==> src/logic/nasti_cfg.svh <==
// bus field widths, slave port count, burst length limit and memory depth
`ifndef NASTI_CFG_SVH
`define NASTI_CFG_SVH

`define NASTI_ID_W   2    // transaction id
`define NASTI_ADDR_W 16   // byte address
`define NASTI_DATA_W 32   // one full word per beat
`define NASTI_LEN_W  4    // beats minus one so at most 16 beats
`define NASTI_PORTS  4    // slave ports kept to a power of two
`define MEM_WORDS    64   // words per memory slave

`endif

==> src/logic/nasti_pkg.sv <==
// channel field types and the packed write-response and read-data payloads
`default_nettype none
`include "nasti_cfg.svh"

package nasti_pkg;

   typedef logic [`NASTI_ID_W-1:0]   id_t;
   typedef logic [`NASTI_ADDR_W-1:0] addr_t;
   typedef logic [`NASTI_DATA_W-1:0] data_t;
   typedef logic [`NASTI_LEN_W-1:0]  len_t;

   typedef logic [1:0] resp_t;
   localparam resp_t RESP_OKAY = 2'b00;   // the only response ever returned

   typedef struct packed {
      id_t   id;
      resp_t resp;
   } b_payload_t;

   typedef struct packed {
      id_t   id;
      data_t data;
      resp_t resp;
      logic  last;
   } r_payload_t;

endpackage

`default_nettype wire

==> src/logic/mem_slave.sv <==
// burst memory slave with a write FSM and a read beat counter
`timescale 1ns/100ps
`default_nettype none
`include "nasti_cfg.svh"

module mem_slave (
   input  wire                    clk,
   input  wire                    rstn,
   input  wire  nasti_pkg::id_t   aw_id,
   input  wire  nasti_pkg::addr_t aw_addr,
   input  wire  nasti_pkg::len_t  aw_len,
   input  wire                    aw_valid,
   output logic                   aw_ready,
   input  wire  nasti_pkg::data_t w_data,
   input  wire                    w_last,
   input  wire                    w_valid,
   output logic                   w_ready,
   output nasti_pkg::id_t         b_id,
   output nasti_pkg::resp_t       b_resp,
   output logic                   b_valid,
   input  wire                    b_ready,
   input  wire  nasti_pkg::id_t   ar_id,
   input  wire  nasti_pkg::addr_t ar_addr,
   input  wire  nasti_pkg::len_t  ar_len,
   input  wire                    ar_valid,
   output logic                   ar_ready,
   output nasti_pkg::id_t         r_id,
   output nasti_pkg::data_t       r_data,
   output nasti_pkg::resp_t       r_resp,
   output logic                   r_last,
   output logic                   r_valid,
   input  wire                    r_ready
);

   localparam int AW  = $clog2(`MEM_WORDS);
   localparam int OFS = $clog2(`NASTI_DATA_W / 8);   // byte offset inside a word

   typedef enum logic [1:0] {W_IDLE, W_DATA, W_RESP} w_state_t;

   w_state_t               w_state;
   logic                   ready_en;   // first cycle out of reset reached
   logic [AW-1:0]          w_addr;
   logic [`NASTI_LEN_W:0]  w_left;     // beats the aw announced and not yet stored
   logic [AW-1:0]          r_addr;
   logic [`NASTI_LEN_W-1:0] r_cnt;     // beats left after the current one
   logic                   r_act;
   nasti_pkg::data_t       mem [`MEM_WORDS];

   assign aw_ready = ready_en && w_state == W_IDLE;
   assign w_ready  = w_state == W_DATA;
   assign b_valid  = w_state == W_RESP;
   assign b_resp   = nasti_pkg::RESP_OKAY;

   always_ff @(posedge clk or negedge rstn) begin
      if (!rstn) begin
         ready_en <= 1'b0;
         w_state  <= W_IDLE;
         w_left   <= '0;
      end else begin
         ready_en <= 1'b1;
         case (w_state)
            W_IDLE: begin
               if (aw_valid && aw_ready) begin
                  w_state <= W_DATA;
                  w_left  <= {1'b0, aw_len} + 1'b1;
               end
            end
            W_DATA: begin
               if (w_valid) begin
                  if (w_left != '0) begin
                     w_left <= w_left - 1'b1;
                  end
                  if (w_last) begin
                     w_state <= W_RESP;   // response goes out next cycle
                  end
               end
            end
            default: begin
               if (b_ready) begin
                  w_state <= W_IDLE;
               end
            end
         endcase
      end
   end

   // beats past the announced length are accepted but not stored
   always_ff @(posedge clk) begin
      if (aw_valid && aw_ready) begin
         w_addr <= aw_addr[OFS +: AW];
         b_id   <= aw_id;
      end else if (w_valid && w_ready) begin
         w_addr <= w_addr + 1'b1;
         if (w_left != '0) begin
            mem[w_addr] <= w_data;
         end
      end
   end

   assign ar_ready = ready_en && !r_act;
   assign r_valid  = r_act;
   assign r_data   = mem[r_addr];
   assign r_resp   = nasti_pkg::RESP_OKAY;
   assign r_last   = r_cnt == '0;

   always_ff @(posedge clk or negedge rstn) begin
      if (!rstn) begin
         r_act <= 1'b0;
         r_cnt <= '0;
      end else if (ar_valid && ar_ready) begin
         r_act <= 1'b1;
         r_cnt <= ar_len;
      end else if (r_valid && r_ready) begin
         r_act <= !r_last;
         r_cnt <= r_cnt - 1'b1;
      end
   end

   always_ff @(posedge clk) begin
      if (ar_valid && ar_ready) begin
         r_addr <= ar_addr[OFS +: AW];   // upper window bits dropped here
         r_id   <= ar_id;
      end else if (r_valid && r_ready) begin
         r_addr <= r_addr + 1'b1;
      end
   end

endmodule

`default_nettype wire

==> config.mk <==
export PLATFORM = sky130hd
export DESIGN_NAME = mem_slave
export DESIGN_NICKNAME = d
export VERILOG_FILES = /design/src/logic/nasti_pkg.sv /design/src/logic/mem_slave.sv
export VERILOG_INCLUDE_DIRS = /design/src /design/src/logic
export SDC_FILE = /design/constraint.sdc
export NUM_CORES = 2
export LEC_CHECK = 0
export BUFFER_PORTS_ARGS = -buffer_cell sky130_fd_sc_hd__buf_4
export CORE_UTILIZATION = 55
export DETAILED_ROUTE_END_ITERATION = 10
export HOLD_SLACK_MARGIN = 0.02
export PLACE_DENSITY = 0.75
export SYNTH_ARGS = -nofsm -noshare
export SYNTH_HDL_FRONTEND = slang
export SYNTH_SLANG_ARGS = --single-unit
==> constraint.sdc <==
create_clock -name clk -period 3.4 [get_ports clk]
set_clock_uncertainty 0.05 [all_clocks]
set_input_delay 0.34 -clock clk [delete_from_list [all_inputs] [get_ports clk]]
set_output_delay 0.34 -clock clk [all_outputs]
set_load 0.02 [all_outputs]
* Yosys cells after proc, flatten, opt, wreduce, memory -nomap -nowiden
Memories as Yosys holds them, arrays and structs flattened. A register that Yosys moved wholly into a read port is not among the register bits.
Index checks and enable logic that the tools add are counted.
** Cells by class
- Muxes and demuxes :: 22
- Add/subtract/negate cells :: 5
- Equal/unequal tests :: 6
- Reductions and logical operators :: 17
** Operators by type and width (count)
- 6-bit 2-to-1 mux :: 5
- 5-bit 2-to-1 mux :: 3
- 6-bit by 1-bit adder with 6-bit output (second input constant) :: 2
- 5-bit case mux with 2 select lines :: 1
- 2-bit 2-to-1 mux :: 4
- 4-bit 2-to-1 mux :: 2
- 4-bit AND reduction :: 2
- 1-bit logical AND :: 6
- 1-bit 2-to-1 mux :: 6
- 2-bit nonzero test :: 3
- 4-bit by 1-bit adder with 5-bit output (second input constant) :: 1
- 5-bit nonzero test :: 1
- 5-bit by 1-bit subtractor with 5-bit output (second input constant) :: 1
- 4-bit logical NOT :: 1
- 2-bit by 1-bit != test with 1-bit output (second input constant) :: 2
- 2-bit != test (second input constant) :: 2
- 2-bit case mux with 2 select lines :: 1
- 4-bit by 1-bit subtractor with 4-bit output (second input constant) :: 1
- 3-bit nonzero test :: 1
- 2-bit by 1-bit equality test with 1-bit output (second input constant) :: 1
- 2-bit equality test (second input constant) :: 1
- 1-bit logical NOT :: 2
- 2-bit logical NOT :: 1
** Word-level totals
- Memories :: 1
- Register bits after elaboration :: 29
- Bits in writable memories :: 2048
** Memory list
- mem :: words 64, width 32, rd ports 1, clocked after memory_dff 1, wr ports 1, RTL line mem_slave.sv:47 : nasti_pkg::data_t mem [`MEM_WORDS];

* Longest topological paths before layout
- Depth after elaboration :: 5
- Mapped depth :: 10
- Mapped depth without buffers :: 7

* Worst setup path after synthesis
OpenSTA, ideal clock, no wires.
- Path type :: register -> register
- Start :: register w_state[1]
- End :: memory mem[63][0] (netlist bit), enable pin
- Period minus slack after synthesis :: 3.768 ns
- Path buffers :: 0
- Path slack :: -0.368 ns
- Stages on the path, launching flop included :: 6
- Required time :: 2.889 ns
- Data arrival time :: 3.257 ns
- Cells stage by stage :: dfrtp_1 -> inv_1 -> nand2_1 -> clkinv_1 -> nand3_1 -> nor3_1
** Between the ends
- Longest elaborated chain between the ends :: 5
- Elaborated cells on any way between the ends :: 8
- Classes of those cells :: 1 x eq/ne; 3 x mux; 4 x reduce/logical
** RTL lines
- start: declaration :: RTL line mem_slave.sv:40 : w_state_t w_state;
- start signal: assignment :: RTL line mem_slave.sv:57 : w_state <= W_IDLE;
- start signal: assignment :: RTL line mem_slave.sv:64 : w_state <= W_DATA;
- start signal: assignment :: RTL line mem_slave.sv:74 : w_state <= W_RESP;
- 2-bit by 1-bit equality test with 1-bit output :: RTL line mem_slave.sv:50 : assign w_ready = w_state == W_DATA;
- named net w_ready :: RTL line mem_slave.sv:17 : output logic w_ready,
- 1-bit logical AND :: RTL line mem_slave.sv:92 : end else if (w_valid && w_ready) begin
- 1-bit 2-to-1 mux :: RTL line mem_slave.sv:92
- 1-bit 2-to-1 mux :: RTL line mem_slave.sv:89 : if (aw_valid && aw_ready) begin
- 1-bit 2-to-1 mux (implied by the code) :: RTL line mem_slave.sv:95 : mem[w_addr] <= w_data;
- end: declaration :: RTL line mem_slave.sv:47
The timed path passes the listed nets, and every way through them passes these cells.

==> results.cfg <==
[critical_path]
crit_family = buffers and inverters
criticalPathCategory = reg2out
worst-path-buf-inv = 4
worst_ep_arrival_time_ns = 3.28
cells_along_the_critical_path = buf_16, buf_16, buf_6, mux4_2, nor2b_4, a211oi_4, o22ai_2, and3_4, buf_6
crit_path_max_fanout = 6
cpMaxStageDelayCell = sky130_fd_sc_hd__mux4_2
timing.rr.start = w_left[0]$_DFFE_PN0P_
critical_path_required_ns = 3.01
endpoint_kind = primary output
critical_path.startpoint_type = register
slowest_delay_ns = 0.50

[layout]
stdcell_count = 6242
ff_latch_area_um2 = 62400
antenna_cells = 0
finish.net_count = 4269
multiInputGateArea_um2 = 18200
syn_to_final_growth_pct = 19.3
drive_above_1_share_pct = 34.0
number_of_filler_cells_placed_in_the_layout = 8600

[synthesis]
postSynthAreaPerCell_um2 = 21.8
ys_top_cells_by_count = sky130_fd_sc_hd__edfxtp_1 (2,064), sky130_fd_sc_hd__mux4_2 (426), sky130_fd_sc_hd__mux2i_1 (182), sky130_fd_sc_hd__a22oi_1 (178), sky130_fd_sc_hd__nor2_1 (89)
synth.yosys.seq_area_share_pct = 78.2
synth.lib_cells_used.distinct = 54
synthDominantCellAreaShare_pct = 77.6
async_flop_share_pct = 0.624
yosys_most_used_dff = sky130_fd_sc_hd__edfxtp_1
synth_warnings = 0
postSynthCellCount = 3669
number_of_enable_flip_flop_cells_after_synthesis = 2064
mappedNetlistArea_um2 = 79800
flip_flop_and_latch_count_after_synthesis = 2083
synth.top_cells.by_area = sky130_fd_sc_hd__edfxtp_1 (78%), sky130_fd_sc_hd__mux4_2 (12%), sky130_fd_sc_hd__mux2i_1 (2.3%), sky130_fd_sc_hd__a22oi_1 (1.7%), sky130_fd_sc_hd__buf_6 (0.45%)
yosys.cell_count.top_type = sky130_fd_sc_hd__edfxtp_1
synth_largest_area_cell = sky130_fd_sc_hd__edfxtp_1

[outcome]
failed_checks = design-rule violations, negative setup slack
outcome = complete, but fails checks

[placed_design]
io_buffer_count = 105
detailedPlacementHpwl_um = 112000
globalplace.congestion = 0.805
placed_cells_incl_taps = 5725
post-place-ws_ns = 0.0417

[route]
drtAntennaViolNets = 0
drt_first_pass_iters = 11
vias_per_cell = 6.75
drtIter0Drc = 5826
wl_per_cell_um = 34.3
detail_route.drc_violations = 6
totalWireLength_um = 214000
vias = 42100

[floorplan]
die_area_um2 = 147000
die-height_um = 383
area_inside_the_core_boundary_um2 = 144000
die-width_um = 383
floorplan.initialDensity_pct = 55.5
num_rows = 139
boundaryPins = 130

[sta]
timing.final.crit_share_pct = 108
tightest_slew_ns = 1.27
fin_crit_ns = 3.67
drv_slew = 0
achievable_clock_frequency_mhz = 272
final_setup_violating_endpoints = 32
final-hold-violation-count = 0
worst_slack_ns = -0.273
relSlewSlack_pct = 15.5
setup_repair_after_global_routing_missed_its_margin = yes

[clocking]
cts-htree-levels = 4
clockBufferDepth = 3
clk_transition_reported_paths_ns = 0.06
clock_sinks = 2083
numCtsBuffers = 192
clkLatencyLatePin_ns = 0.81
tritoncts_clock_tree = built
cts_root_buf = sky130_fd_sc_hd__clkbuf_16

[pwr]
vdd_drop_max_v = 0.000846
power.static_leakage_nw = 30.4
report.power.total_mw = 78.9
powerDensity_nw_per_um2 = 828

[run]
cap_violations = 0

[global_route]
largest_net_degree_at_the_start_of_global_routing = 74
grt_antenna_before_repair = 7
wire_length_of_the_first_global_routing_pass_um = 301000
grt_remaining_overflow = 0
number_of_global_route_vias_before_repair = 43000
grt.total_usage_pct = 29.1

[worst_hold_path]
min-delay-path-class = in2reg
min_from = w_data[29]
-- final cells by class --
cell class	instances	share of cell area [%]
sequential	2083	65.6
clock buffer	260	5.47
clock inverter	93	0.724
timing repair buffer	523	6.57
inverter	12	0.0473
tap	1903	2.50
multi-input combinational	1368	19.1
-- placed cells by master (no fill, tap or decap), types with 18 or more instances in the layout --
cell and instances:
sky130_fd_sc_hd__o21ai_0 24, sky130_fd_sc_hd__edfxtp_1 2064, sky130_fd_sc_hd__a22oi_1 106, sky130_fd_sc_hd__nor2_1 22
sky130_fd_sc_hd__dlygate4sd3_1 67, sky130_fd_sc_hd__mux2i_1 172, sky130_fd_sc_hd__mux4_2 426, sky130_fd_sc_hd__buf_4 268
sky130_fd_sc_hd__nand3_1 50, sky130_fd_sc_hd__a21oi_2 31, sky130_fd_sc_hd__buf_16 38, sky130_fd_sc_hd__clkinv_1 44
sky130_fd_sc_hd__a22oi_2 72, sky130_fd_sc_hd__clkbuf_1 57, sky130_fd_sc_hd__clkinv_2 25, sky130_fd_sc_hd__buf_12 79
sky130_fd_sc_hd__clkbuf_16 203, sky130_fd_sc_hd__o22ai_1 19, sky130_fd_sc_hd__o221ai_1 19, sky130_fd_sc_hd__nand2_1 56
sky130_fd_sc_hd__o221ai_2 18, sky130_fd_sc_hd__a21oi_1 18, sky130_fd_sc_hd__nor2_4 66, sky130_fd_sc_hd__buf_6 54
-- cell families after synthesis --
logic type | share of synthesized area [%]
AOI/OAI and AO/OA | 3.76
xor gates and xnor gates | 0.143
adders and majority gates | 0.0784
buffers and inverters | 1.58
DFF | 78.2
muxes | 14.5
other | 0.00941
and+or+nand+nor | 1.73
-- where the power goes --
part           internal, mW  leakage [nW]  switching (mW)
registers              28.7          18.8           0.414
logic                  13.5          8.77            15.7
clock network          11.3          2.87            9.22
-- flip-flops by register name (all words and copies together) (netlist names), named ones only --
register / flops
r_valid: 1
r_addr: 6
w_state: 2
r_cnt: 4
ready_en: 1
mem: 2048
w_addr: 6
w_left: 5
r_id: 2
b_id: 2
-- worst paths after layout --
path | to | slack [ns] | cells past startpoint
min in group asynchronous | r_cnt[2]$_DFFE_PN0N_ | 0.58 | 3
worst max register to register | mem[56][18]$_DFFE_PP_ | 0.11 | 7
worst min register to register | register | 0.49 | 1
max in group asynchronous | w_left[3]$_DFFE_PN0P_ | 2.32 | 3
worst min-delay path | mem[25][29]$_DFFE_PP_ | 0.03 | 1
worst max-delay path | r_data[19] | -0.27 | 9
-- through the flow --
stage               area [um2]  TNS, ns  utilization, %  hold WS [ns]
CTS                      94300    -6.57            65.6        0.0213
floorplan                79900        0               -      -0.00559
global placement         85000        0            59.1         0.144
detailed placement       85000        0            59.1         0.144
finish                   95300    -5.55            66.2        0.0322
global route             95300    -7.03            66.2        0.0457
-- repair_timing --
action                      CTS  global route
pin swaps                    88            96
hold buffers                 67             0
hold endpoints to repair   1035             0
buffers inserted             59            15
setup endpoints to repair    32            50
gates resized for setup     325           153
gates cloned                 25             9
-- per-layer routing --
layer / global-route usage, % / share of wire (%) / vias up
met5: 0 / 0.026 / -
met4: 12.8 / 4.7 / 10
met3: 6.23 / 12 / 494
li1: - / - / 16600
met2: 46.0 / 48 / 3033
met1: 39.4 / 35 / 22000
(Power assumes the default switching activity.)
