$ cat src/logic/nasti_cfg.svh
// bus field widths, slave port count, burst length limit and memory depth
`ifndef NASTI_CFG_SVH
`define NASTI_CFG_SVH

`define NASTI_ID_W   2    // transaction id
`define NASTI_ADDR_W 16   // byte address
`define NASTI_DATA_W 32   // one full word per beat
`define NASTI_LEN_W  4    // beats minus one so at most 16 beats
`define NASTI_PORTS  4    // slave ports kept to a power of two
`define MEM_WORDS    64   // words per memory slave

`endif

$ cat src/logic/nasti_pkg.sv
// channel field types and the packed write-response and read-data payloads
`default_nettype none
`include "nasti_cfg.svh"

package nasti_pkg;

   typedef logic [`NASTI_ID_W-1:0]   id_t;
   typedef logic [`NASTI_ADDR_W-1:0] addr_t;
   typedef logic [`NASTI_DATA_W-1:0] data_t;
   typedef logic [`NASTI_LEN_W-1:0]  len_t;

   typedef logic [1:0] resp_t;
   localparam resp_t RESP_OKAY = 2'b00;   // the only response ever returned

   typedef struct packed {
      id_t   id;
      resp_t resp;
   } b_payload_t;

   typedef struct packed {
      id_t   id;
      data_t data;
      resp_t resp;
      logic  last;
   } r_payload_t;

endpackage

`default_nettype wire

$ cat src/logic/map_pkg.sv
// slave port index type, address windows and the address decode function
`default_nettype none
`include "nasti_cfg.svh"

package map_pkg;

   typedef logic [$clog2(`NASTI_PORTS)-1:0] port_t;

   // 256 byte windows where a zero mask marks an unused port
   localparam nasti_pkg::addr_t BASE [`NASTI_PORTS] =
      '{16'h0000, 16'h1000, 16'h2000, 16'h3000};
   localparam nasti_pkg::addr_t MASK [`NASTI_PORTS] =
      '{16'h00ff, 16'h00ff, 16'h00ff, 16'h00ff};

   // first matching window wins and a miss falls back to port 0
   function automatic port_t port_match(input nasti_pkg::addr_t addr);
      for (int i = 0; i < `NASTI_PORTS; i++) begin
         if (MASK[i] != '0 && (addr & ~MASK[i]) == BASE[i]) begin
            return port_t'(i);
         end
      end
      return '0;
   endfunction

endpackage

`default_nettype wire

$ cat src/logic/arbiter_rr.sv
// round-robin arbiter with one-hot grant and a rotating priority pointer
`timescale 1ns/100ps
`default_nettype none
`include "nasti_cfg.svh"

module arbiter_rr (
   input  wire                     clk,
   input  wire                     rstn,
   input  wire  [`NASTI_PORTS-1:0] req,
   input  wire                     enable,
   output logic [`NASTI_PORTS-1:0] gnt
);

   localparam int PW = $clog2(`NASTI_PORTS);

   logic [PW-1:0] ptr;       // requester with the highest priority
   logic [PW-1:0] gnt_idx;   // index of the current winner

   always_comb begin
      logic [PW-1:0] idx;
      logic          found;
      gnt     = '0;
      gnt_idx = ptr;
      found   = 1'b0;
      for (int k = 0; k < `NASTI_PORTS; k++) begin
         idx = ptr + PW'(k);   // wraps by itself with a power-of-two count
         if (!found && req[idx]) begin
            found    = 1'b1;
            gnt_idx  = idx;
            gnt[idx] = 1'b1;
         end
      end
   end

   always_ff @(posedge clk or negedge rstn) begin
      if (!rstn) begin
         ptr <= '0;
      end else if (enable && |gnt) begin
         ptr <= gnt_idx + 1'b1;   // winner drops to lowest priority
      end
   end

endmodule

`default_nettype wire

$ cat src/logic/nasti_demux.sv
// address decode and fan-out of the aw, w and ar channels with write lock
// b and r responses merged back through two round-robin response muxes
`timescale 1ns/100ps
`default_nettype none
`include "nasti_cfg.svh"

module nasti_demux (
   input  wire                          clk,
   input  wire                          rstn,
   // master side
   input  wire  nasti_pkg::id_t         aw_id,
   input  wire  nasti_pkg::addr_t       aw_addr,
   input  wire  nasti_pkg::len_t        aw_len,
   input  wire                          aw_valid,
   output logic                         aw_ready,
   input  wire  nasti_pkg::data_t       w_data,
   input  wire                          w_last,
   input  wire                          w_valid,
   output logic                         w_ready,
   output nasti_pkg::id_t               b_id,
   output nasti_pkg::resp_t             b_resp,
   output logic                         b_valid,
   input  wire                          b_ready,
   input  wire  nasti_pkg::id_t         ar_id,
   input  wire  nasti_pkg::addr_t       ar_addr,
   input  wire  nasti_pkg::len_t        ar_len,
   input  wire                          ar_valid,
   output logic                         ar_ready,
   output nasti_pkg::id_t               r_id,
   output nasti_pkg::data_t             r_data,
   output nasti_pkg::resp_t             r_resp,
   output logic                         r_last,
   output logic                         r_valid,
   input  wire                          r_ready,
   // slave side indexed by port
   output nasti_pkg::id_t               s_aw_id    [`NASTI_PORTS],
   output nasti_pkg::addr_t             s_aw_addr  [`NASTI_PORTS],
   output nasti_pkg::len_t              s_aw_len   [`NASTI_PORTS],
   output logic [`NASTI_PORTS-1:0]      s_aw_valid,
   input  wire  [`NASTI_PORTS-1:0]      s_aw_ready,
   output nasti_pkg::data_t             s_w_data   [`NASTI_PORTS],
   output logic [`NASTI_PORTS-1:0]      s_w_last,
   output logic [`NASTI_PORTS-1:0]      s_w_valid,
   input  wire  [`NASTI_PORTS-1:0]      s_w_ready,
   input  wire  nasti_pkg::id_t         s_b_id     [`NASTI_PORTS],
   input  wire  nasti_pkg::resp_t       s_b_resp   [`NASTI_PORTS],
   input  wire  [`NASTI_PORTS-1:0]      s_b_valid,
   output logic [`NASTI_PORTS-1:0]      s_b_ready,
   output nasti_pkg::id_t               s_ar_id    [`NASTI_PORTS],
   output nasti_pkg::addr_t             s_ar_addr  [`NASTI_PORTS],
   output nasti_pkg::len_t              s_ar_len   [`NASTI_PORTS],
   output logic [`NASTI_PORTS-1:0]      s_ar_valid,
   input  wire  [`NASTI_PORTS-1:0]      s_ar_ready,
   input  wire  nasti_pkg::id_t         s_r_id     [`NASTI_PORTS],
   input  wire  nasti_pkg::data_t       s_r_data   [`NASTI_PORTS],
   input  wire  nasti_pkg::resp_t       s_r_resp   [`NASTI_PORTS],
   input  wire  [`NASTI_PORTS-1:0]      s_r_last,
   input  wire  [`NASTI_PORTS-1:0]      s_r_valid,
   output logic [`NASTI_PORTS-1:0]      s_r_ready
);

   logic                   lock;          // aw taken and w beats still to come
   map_pkg::port_t         locked_port;
   map_pkg::port_t         aw_sel;
   map_pkg::port_t         ar_sel;
   nasti_pkg::b_payload_t  b_in [`NASTI_PORTS];
   nasti_pkg::b_payload_t  b_out;
   nasti_pkg::r_payload_t  r_in [`NASTI_PORTS];
   nasti_pkg::r_payload_t  r_out;

   assign aw_sel = lock ? locked_port : map_pkg::port_match(aw_addr);
   assign ar_sel = map_pkg::port_match(ar_addr);   // reads never lock

   always_ff @(posedge clk or negedge rstn) begin
      if (!rstn) begin
         lock        <= 1'b0;
         locked_port <= '0;
      end else if (aw_valid && aw_ready) begin
         lock        <= 1'b1;
         locked_port <= aw_sel;
      end else if (w_valid && w_ready && w_last) begin
         lock <= 1'b0;
      end
   end

   for (genvar i = 0; i < `NASTI_PORTS; i++) begin : g_port
      assign s_aw_id[i]    = aw_id;
      assign s_aw_addr[i]  = aw_addr;
      assign s_aw_len[i]   = aw_len;
      assign s_aw_valid[i] = !lock && aw_sel == map_pkg::port_t'(i) && aw_valid;
      assign s_w_data[i]   = w_data;
      assign s_w_last[i]   = w_last;
      assign s_w_valid[i]  = lock && aw_sel == map_pkg::port_t'(i) && w_valid;
      assign s_ar_id[i]    = ar_id;
      assign s_ar_addr[i]  = ar_addr;
      assign s_ar_len[i]   = ar_len;
      assign s_ar_valid[i] = ar_sel == map_pkg::port_t'(i) && ar_valid;
      assign b_in[i]       = '{id: s_b_id[i], resp: s_b_resp[i]};
      assign r_in[i]       = '{id:   s_r_id[i],
                               data: s_r_data[i],
                               resp: s_r_resp[i],
                               last: s_r_last[i]};
   end

   assign aw_ready = !lock && s_aw_ready[aw_sel];
   assign w_ready  = lock && s_w_ready[aw_sel];
   assign ar_ready = s_ar_ready[ar_sel];

   resp_mux #(.payload_t(nasti_pkg::b_payload_t)) u_b_mux (
      .clk       (clk),
      .rstn      (rstn),
      .s_valid   (s_b_valid),
      .s_payload (b_in),
      .s_ready   (s_b_ready),
      .m_valid   (b_valid),
      .m_payload (b_out),
      .m_ready   (b_ready),
      .m_last    (1'b1)   // a write response is a single beat
   );

   assign b_id   = b_out.id;
   assign b_resp = b_out.resp;

   resp_mux #(.payload_t(nasti_pkg::r_payload_t)) u_r_mux (
      .clk       (clk),
      .rstn      (rstn),
      .s_valid   (s_r_valid),
      .s_payload (r_in),
      .s_ready   (s_r_ready),
      .m_valid   (r_valid),
      .m_payload (r_out),
      .m_ready   (r_ready),
      .m_last    (r_out.last)
   );

   assign r_id   = r_out.id;
   assign r_data = r_out.data;
   assign r_resp = r_out.resp;
   assign r_last = r_out.last;

endmodule

`default_nettype wire

$ cat src/logic/resp_mux.sv
// response merge from all slaves to the master, holding the grant for a whole burst
`timescale 1ns/100ps
`default_nettype none
`include "nasti_cfg.svh"

module resp_mux #(
   parameter type payload_t = nasti_pkg::b_payload_t
) (
   input  wire                     clk,
   input  wire                     rstn,
   input  wire  [`NASTI_PORTS-1:0] s_valid,
   input  wire  payload_t          s_payload [`NASTI_PORTS],
   output logic [`NASTI_PORTS-1:0] s_ready,
   output logic                    m_valid,
   output payload_t                m_payload,
   input  wire                     m_ready,
   input  wire                     m_last
);

   logic [`NASTI_PORTS-1:0] req;
   logic [`NASTI_PORTS-1:0] arb_gnt;
   logic [`NASTI_PORTS-1:0] held;   // slave owning the burst in progress
   logic [`NASTI_PORTS-1:0] sel;
   logic                    locked;

   always_comb begin
      for (int i = 0; i < `NASTI_PORTS; i++) begin
         req[i] = s_valid[i] && (map_pkg::MASK[i] != '0);   // unused ports never win
      end
   end

   arbiter_rr u_arb (
      .clk    (clk),
      .rstn   (rstn),
      .req    (req),
      .enable (m_valid && m_ready && !locked),   // rotate once per burst
      .gnt    (arb_gnt)
   );

   assign sel     = locked ? held : arb_gnt;
   assign m_valid = |(sel & req);
   assign s_ready = m_ready ? sel : '0;

   always_comb begin
      m_payload = s_payload[0];
      for (int i = 0; i < `NASTI_PORTS; i++) begin
         if (sel[i]) begin
            m_payload = s_payload[i];
         end
      end
   end

   // a transferred beat without last keeps the grant until the burst ends
   always_ff @(posedge clk or negedge rstn) begin
      if (!rstn) begin
         locked <= 1'b0;
         held   <= '0;
      end else if (m_valid && m_ready) begin
         locked <= !m_last;
         held   <= sel;
      end
   end

endmodule

`default_nettype wire

$ cat config.mk
export PLATFORM = sky130hd
export DESIGN_NAME = nasti_demux
export DESIGN_NICKNAME = d
export VERILOG_FILES = /design/src/logic/nasti_pkg.sv /design/src/logic/map_pkg.sv /design/src/logic/arbiter_rr.sv /design/src/logic/nasti_demux.sv /design/src/logic/resp_mux.sv
export VERILOG_INCLUDE_DIRS = /design/src /design/src/logic
export SDC_FILE = /design/constraint.sdc
export NUM_CORES = 1
export LEC_CHECK = 0
export BUFFER_PORTS_ARGS = -buffer_cell sky130_fd_sc_hd__buf_2
export CAP_MARGIN = 20
export CORE_AREA = 2 2 251 253
export CTS_BUF_LIST = sky130_fd_sc_hd__clkbuf_4
export DETAILED_ROUTE_END_ITERATION = 12
export DIE_AREA = 0 0 253 255
export SYNTH_ARGS = -nofsm -noshare
export SYNTH_HDL_FRONTEND = slang
export SYNTH_SLANG_ARGS = --single-unit
$ cat constraint.sdc
create_clock -name clk -period 5.46 [get_ports clk]
set_input_delay 1.092 -clock clk [delete_from_list [all_inputs] [get_ports clk]]
set_output_delay 1.092 -clock clk [all_outputs]
set_load 0.005 [all_outputs]
Word-level counts from Yosys, hierarchy flattened
Index checks and enable logic that the tools add are counted.
{"block": "totals", "ff_bits": 12, "input_bits": 268, "output_inout_bits": 374, "wordCells": 224}
{"block": "op_classes", "addsub": 8, "magnitude_cmp": 18, "n_eq_ne": 12, "n_mux": 110, "bitwise_logic": 8, "n_reduce_logical": 62}
{"op": "$mux W37", "count": 3}
{"op": "$mux W4", "count": 14}
{"op": "$mux W1", "count": 51}
{"op": "$mux W2", "count": 23}
{"op": "$logic_and A1 B1 Y1", "count": 44}
{"op": "$eq A8 B6 Y1 const B", "count": 4}
{"op": "$logic_not A16 Y1", "count": 2}
{"op": "$lt A2 B3 Y1 const B", "count": 10}
{"op": "$or A4 B4 Y4", "count": 6}
{"op": "$bmux W1 S2", "count": 11}
{"op": "$demux W1 S2", "count": 8}
{"op": "$eq A8 B5 Y1 const B", "count": 2}
{"op": "$ge A2 B1 Y1 const B", "count": 8}
{"op": "$reduce_or A4 Y1", "count": 4}
{"op": "$logic_not A1 Y1", "count": 9}
{"op": "$add A2 B1 Y2 const B", "count": 4}
{"op": "$add A2 B2 Y2 const B", "count": 4}
{"op": "$and A4 B4 Y4", "count": 2}
{"op": "$eq A2 B2 Y1 const B", "count": 4}
{"op": "$eq A2 B1 Y1 const B", "count": 2}
{"op": "$logic_not A2 Y1", "count": 2}
{"op": "$reduce_bool A2 Y1", "count": 1}

Depth between registers and ports, before layout
{"block": "depth", "depth_word": 18, "ltp_mapped": 14}

Modules after synthesis
From an unflattened synthesis, not the netlist that was laid out.
{"block": "unflattened", "cells_unflattened": 803, "area_unflattened_um2": 6120.9}
{"mod": "nasti_demux", "instances": 1, "cells_per_inst": 362, "area_per_inst_um2": 2751.4, "seq_area_each_um2": 75.1}
{"mod": "resp_mux at u_r_mux", "instances": 1, "cells_per_inst": 237, "area_per_inst_um2": 1570.3, "seq_area_each_um2": 125.1}
{"mod": "arbiter_rr at u_b_mux.u_arb", "instances": 1, "cells_per_inst": 73, "area_per_inst_um2": 650.6, "seq_area_each_um2": 50.0}
{"mod": "arbiter_rr at u_r_mux.u_arb", "instances": 1, "cells_per_inst": 81, "area_per_inst_um2": 641.9, "seq_area_each_um2": 50.0}
{"mod": "resp_mux at u_b_mux", "instances": 1, "cells_per_inst": 50, "area_per_inst_um2": 506.7, "seq_area_each_um2": 125.1}

Worst setup path after synthesis
No wires, ideal clock.
{"block": "synth_timing", "path_kind": "input -> output", "from": "input port s_r_valid[1]", "to": "output port r_data[10]", "arrival_time_ns": 3.160, "required_ns": 4.368, "path_slack_ns": 1.208, "cell_stages": 11, "n_path_buf": 3, "cell_sequence": "buf_2 > or3b_1 > a2111o_1 > a21oi_1 > a211o_1 > buf_2 > buf_1 > nand2_1 > nand3_1 > o21ai_0 > o21ai_0"}
{"block": "synth_via", "elab_chain_len": 16, "elab_cells_between_ends": 28, "classes_between": "mux: 19; bitwise: 3; reduce/logical: 6"}
{"element": "start: declaration", "line_no": "nasti_demux.sv:58", "rtl": "input wire [`NASTI_PORTS-1:0] s_r_valid,"}
{"element": "$bmux W1 S2", "line_no": "arbiter_rr.sv:27", "rtl": "if (!found && req[idx]) begin"}
{"element": "$mux W1 (implied by the code)", "line_no": "arbiter_rr.sv:27"}
{"element": "$mux W1", "line_no": "arbiter_rr.sv:27"}
{"element": "$logic_not A1 Y1", "line_no": "arbiter_rr.sv:27"}
{"element": "$logic_and A1 B1 Y1", "line_no": "arbiter_rr.sv:27"}
{"element": "$mux W1", "line_no": "arbiter_rr.sv:27"}
{"element": "$logic_not A1 Y1", "line_no": "arbiter_rr.sv:27"}
{"element": "$logic_and A1 B1 Y1", "line_no": "arbiter_rr.sv:27"}
{"element": "$mux W1", "line_no": "arbiter_rr.sv:27"}
{"element": "$logic_not A1 Y1", "line_no": "arbiter_rr.sv:27"}
{"element": "$logic_and A1 B1 Y1", "line_no": "arbiter_rr.sv:27"}
{"element": "$mux W4 (*)", "line_no": "arbiter_rr.sv:27"}
{"element": "$mux W4 (*)", "line_no": "resp_mux.sv:40", "rtl": "assign sel = locked ? held : arb_gnt;"}
{"element": "$mux W37 (2 in a row)", "line_no": "resp_mux.sv:47", "rtl": "if (sel[i]) begin"}
{"element": "$mux W37 (*)", "line_no": "resp_mux.sv:47"}
{"element": "end: declaration", "line_no": "nasti_demux.sv:30", "rtl": "output nasti_pkg::data_t r_data,"}
Mark *: on every way between the ends. The rest lies on a longest branch, timed or not. The select of a mux whose other input is x is not followed.

Worst setup path in the final report
{"block": "layout_timing", "from": "input port s_r_valid[3]", "to": "output port r_data[7]"}
The elaborated chain is that of the path after synthesis.

==> flow_results.org <==
** Status
- Status :: completed

** Placed design
- Quantity of I/O buffers inserted on ports :: 341
- Detailed placement ended at an HPWL of 20.8 mm.
- The number of placed instances, taps included, is roughly 1600.
- Global placer's final weighted congestion :: 0.879

** Setup path
- Number of cells on the worst reg-to-reg path :: 9
- Critical-path maximum fanout :: 35
- The critical path crosses 9 cells after its start point.
- Origin of the worst setup path :: s_r_valid[3]
- The worst setup path is captured at an output pin.
- Req. time, crit path :: 4.37 ns
- STA puts the critical path data arrival time at 3.97 ns.
- The critical path goes through buf_2, mux4_2, a2111oi_0, a21o_1, o2bb2ai_4, buf_4, o21ai_0, o21ai_0, buf_2.
- Counting both buffers and inverters, the worst setup path holds a total of 3.
- For this run, the slowest stage of the critical path takes 0.57 ns.
- The largest individual stage delay along the critical path comes from the cell sky130_fd_sc_hd__mux4_2.
- In this run the critical register-to-register path is captured at u_r_mux.u_arb.ptr[1].
- The startpoint identified for the worst register-to-register timing path is u_r_mux.u_arb.ptr[1].
- The setup path with the least slack is of type in -> out.
- Register-to-register path setup slack :: 1.89 ns
- Startpoint kind of the worst setup timing path :: primary input
- On the critical path the largest part of the delay comes from compound AO/OA/AOI/OAI gates.

** Synth
- Post-synthesis area per instance :: 6.79 um^2
- Synth top area cells :: sky130_fd_sc_hd__buf_4 41%, sky130_fd_sc_hd__nand2_1 9.0%, sky130_fd_sc_hd__o21ai_0 7.9%, sky130_fd_sc_hd__dfrtp_1 5.3%, sky130_fd_sc_hd__nand3_1 3.6%
- In this run, distinct cell masters in the synthesized netlist total between 60 and 70.
- Number of warnings issued by yosys :: 0
- Top flip-flop cell by instance count after synthesis :: sky130_fd_sc_hd__dfrtp_1
- Library cell occupying the most area in the post-synthesis netlist :: sky130_fd_sc_hd__buf_4
- Async S/R FF share, synth :: 100%
- Area share of the largest cell type after synthesis :: 41.1%
- Synthesis produced a netlist whose cell count is a little over 800.
- Count of flip-flops with a built-in enable after synthesis :: 0
- Post-Synthesis Cell Area :: about 5600 um^2
- Synthesized flop and latch total :: 12
- For this run, the register share of the synthesized area comes to 5.32%.
- Net count of the mapped netlist :: 1112

** Clock network
- The later pin in the worst-skew pair is clocked with a latency of approximately 0.37 ns.
- Inserted Clock Buffers :: 3
- Library cell used as clock root buffer :: sky130_fd_sc_hd__clkbuf_4
- CTS tree :: built
- CTS built an H-tree with a depth of 1.
- After clock tree synthesis, the clock-pin slew on the worst setup and hold paths is 0.10 ns.
- The clock drives 12 sinks.
- The clock passes through at most 2 buffers.
- Cts hold-fix bufs :: 0

** Layout
- Layout overhead on the synthesized area :: 7.80%
- The layout has 7362 filler cells.
- Leaving out filler cells and counting taps, the final layout contains 1653.
- Commonest non-fill, non-tap cells in the layout :: 341 x sky130_fd_sc_hd__buf_2, 135 x sky130_fd_sc_hd__nand2_1, 89 x sky130_fd_sc_hd__o21ai_0, 41 x sky130_fd_sc_hd__nand3_1, 26 x sky130_fd_sc_hd__nor2_1
- In the final layout, the share of cells above drive strength 1 is 47.1%.
- The library cell used most frequently in the layout, excluding fill and tap cells, is sky130_fd_sc_hd__buf_2.
- Summing all multi-input logic gate instances after layout gives 2830 um^2.
- Layout net count :: about 1100
- Across the whole layout, storage elements account for 302 um^2.

** Worst hold path
- Start point of the worst min-delay path :: u_r_mux.held[1]
- Class of the worst hold path :: reg -> reg
- Counting instances, the worst hold path has a depth of 2.
- The path with the worst hold slack has its endpoint at u_r_mux.held[1].

** Floorplan
- Horizontal extent of the die :: 253 um
- The floorplan has 92 rows.
- Die height :: 255 um
- Die outline area :: 64500 um^2
- Initial cell density of the core :: 9.08%
- I/O pin count :: around 640
- Core region area :: 62200 um^2

** Route
- First drt pass iteration count :: 4
- Across all layers, the routed design uses 5287 vias.
- Post-route ant nets :: 0
- Via density per instance :: 3.20
- Dividing the detail-routed wire length by the instance count gives around 15 um.
- For this run, design rule violations remaining after detail routing come to 0.
- In this run, the number of DRC markers left after iteration 0 of detailed routing was 235.
- The final layout contains routed wiring with a total length of 24.6 mm.

** Timing
- Fraction of the cycle the final worst path needs :: 92.7%
- Final hold violations :: 0
- Final period demand of the worst path :: 5.06 ns
- Setup repair after global routing left no endpoint under its margin.
- Measured slew at the worst slew-check pin :: 0.895 ns
- For this run, the top clock speed supported by timing is between 150 and 200 MHz.
- Setup violations remaining at the end of the flow were counted as 0.
- Final Max Tran Viols :: 0
- Relative slew slack :: a little over 40%
- Largest clock skew in the final design :: 0.0586 ns
- Setup total negative slack on the finished layout was measured at 0 ns.

** GRT
- Grt ovf :: 0
- For this run, the total global-route usage over all layers was measured as 7.01%.
- The number of antenna violations at the first check in global routing came to 11.
- Largest net degree at the start of global routing :: 39
- Vias in the first global route :: between 4000 and 5000
- The first global-routing pass estimated about 32 mm of wire.

** Power
- P_leak :: 2.80 nW
- Power spread over the standard cell area amounts to 569 nW/um^2.
- Maximum ir drop on the vdd rail :: 331 uV

** Run
- Total of max-cap violations :: 0
==> synthesized netlist by cell type (all sizes together), types with 12 or more instances <==
| cell | n |
|---|---|
| nand3 | 41 |
| o21ai | 92 |
| nand2 | 135 |
| mux2i | 16 |
| ha | 13 |
| buf | 328 |
| nor2 | 26 |
| clkbuf | 17 |
| a21oi | 13 |
| mux2 | 15 |
| inv | 15 |
| dfrtp | 12 |
==> layer usage <==
layer	vias to the layer above	share of wire, %	GRT usage (%)	routed length [um]
met5	-	0.28	0	69
met4	12	3.9	2.99	971
met3	85	13	4.02	3250
met2	373	43	9.91	10500
met1	2300	40	8.59	9840
li1	2517	-	-	-
==> cells by family after synthesis <==
kind of cell	Yosys count	share of synthesized area, %
buffers and inverters	360	45.5
adder cells (fa/ha/maj)	13	2.88
flip-flops	12	5.32
XOR/XNOR	5	0.776
multiplexers	37	8.58
AO/OA/AOI/OAI	149	16.2
AND/OR/NAND/NOR	255	20.7
==> worst max-delay path by stage <==
stage                       to
floorplan           r_data[10]
global placement     r_data[7]
detailed placement   r_data[7]
CTS                  r_data[8]
global route         r_data[8]
finish               r_data[7]
==> report_power, final <==
part           internal, W  switching (W)
registers         0.000134      0.0000691
logic              0.00129        0.00188
clock network    0.0000270      0.0000600
==> worst min-delay path: stages, from the launching register on <==
cell                      delay [ns]
sky130_fd_sc_hd__dfrtp_1        0.35
sky130_fd_sc_hd__nand2_1        0.04
sky130_fd_sc_hd__o21ai_0        0.06
==> repair_timing <==
action | CTS | global route
hold endpoints to repair | 0 | 0
gates resized for setup | 0 | 3
endpoints found under the setup margin | 0 | 18
buffers inserted | 0 | 0
==> sequential cells by signal (all words and copies together) (netlist names) <==
register           flops
lock                   1
locked_port            2
u_b_mux.u_arb.ptr      2
u_r_mux.held           4
u_r_mux.locked         1
u_r_mux.u_arb.ptr      2
==> cell type report <==
cell class,count,area share [%]
clock buffers,3,0.370
inverters,15,0.926
clock inverters,1,0.0617
repair buffers,359,30.5
diodes,5,0.206
flip-flops and latches,12,4.96
multi-input cells,459,46.6
well taps,799,16.4
==> stage by stage <==
step / cell area [um^2] / setup slack (ns) / hold slack, ns / utilization [%] / power [W]
global placement: 6030 / 0.423 / 0.465 / 9.70 / 0.00336
finish: 6080 / 0.398 / 0.483 / 9.79 / 0.00346
floorplan: 5640 / 1.21 / 0.442 / - / 0.00230
detailed placement: 6030 / 0.399 / 0.471 / 9.70 / 0.00336
CTS: 6060 / 0.166 / 0.496 / 9.74 / 0.00347
global route: 6080 / 0.127 / 0.544 / 9.78 / 0.00388
(Power assumes the default switching activity.)
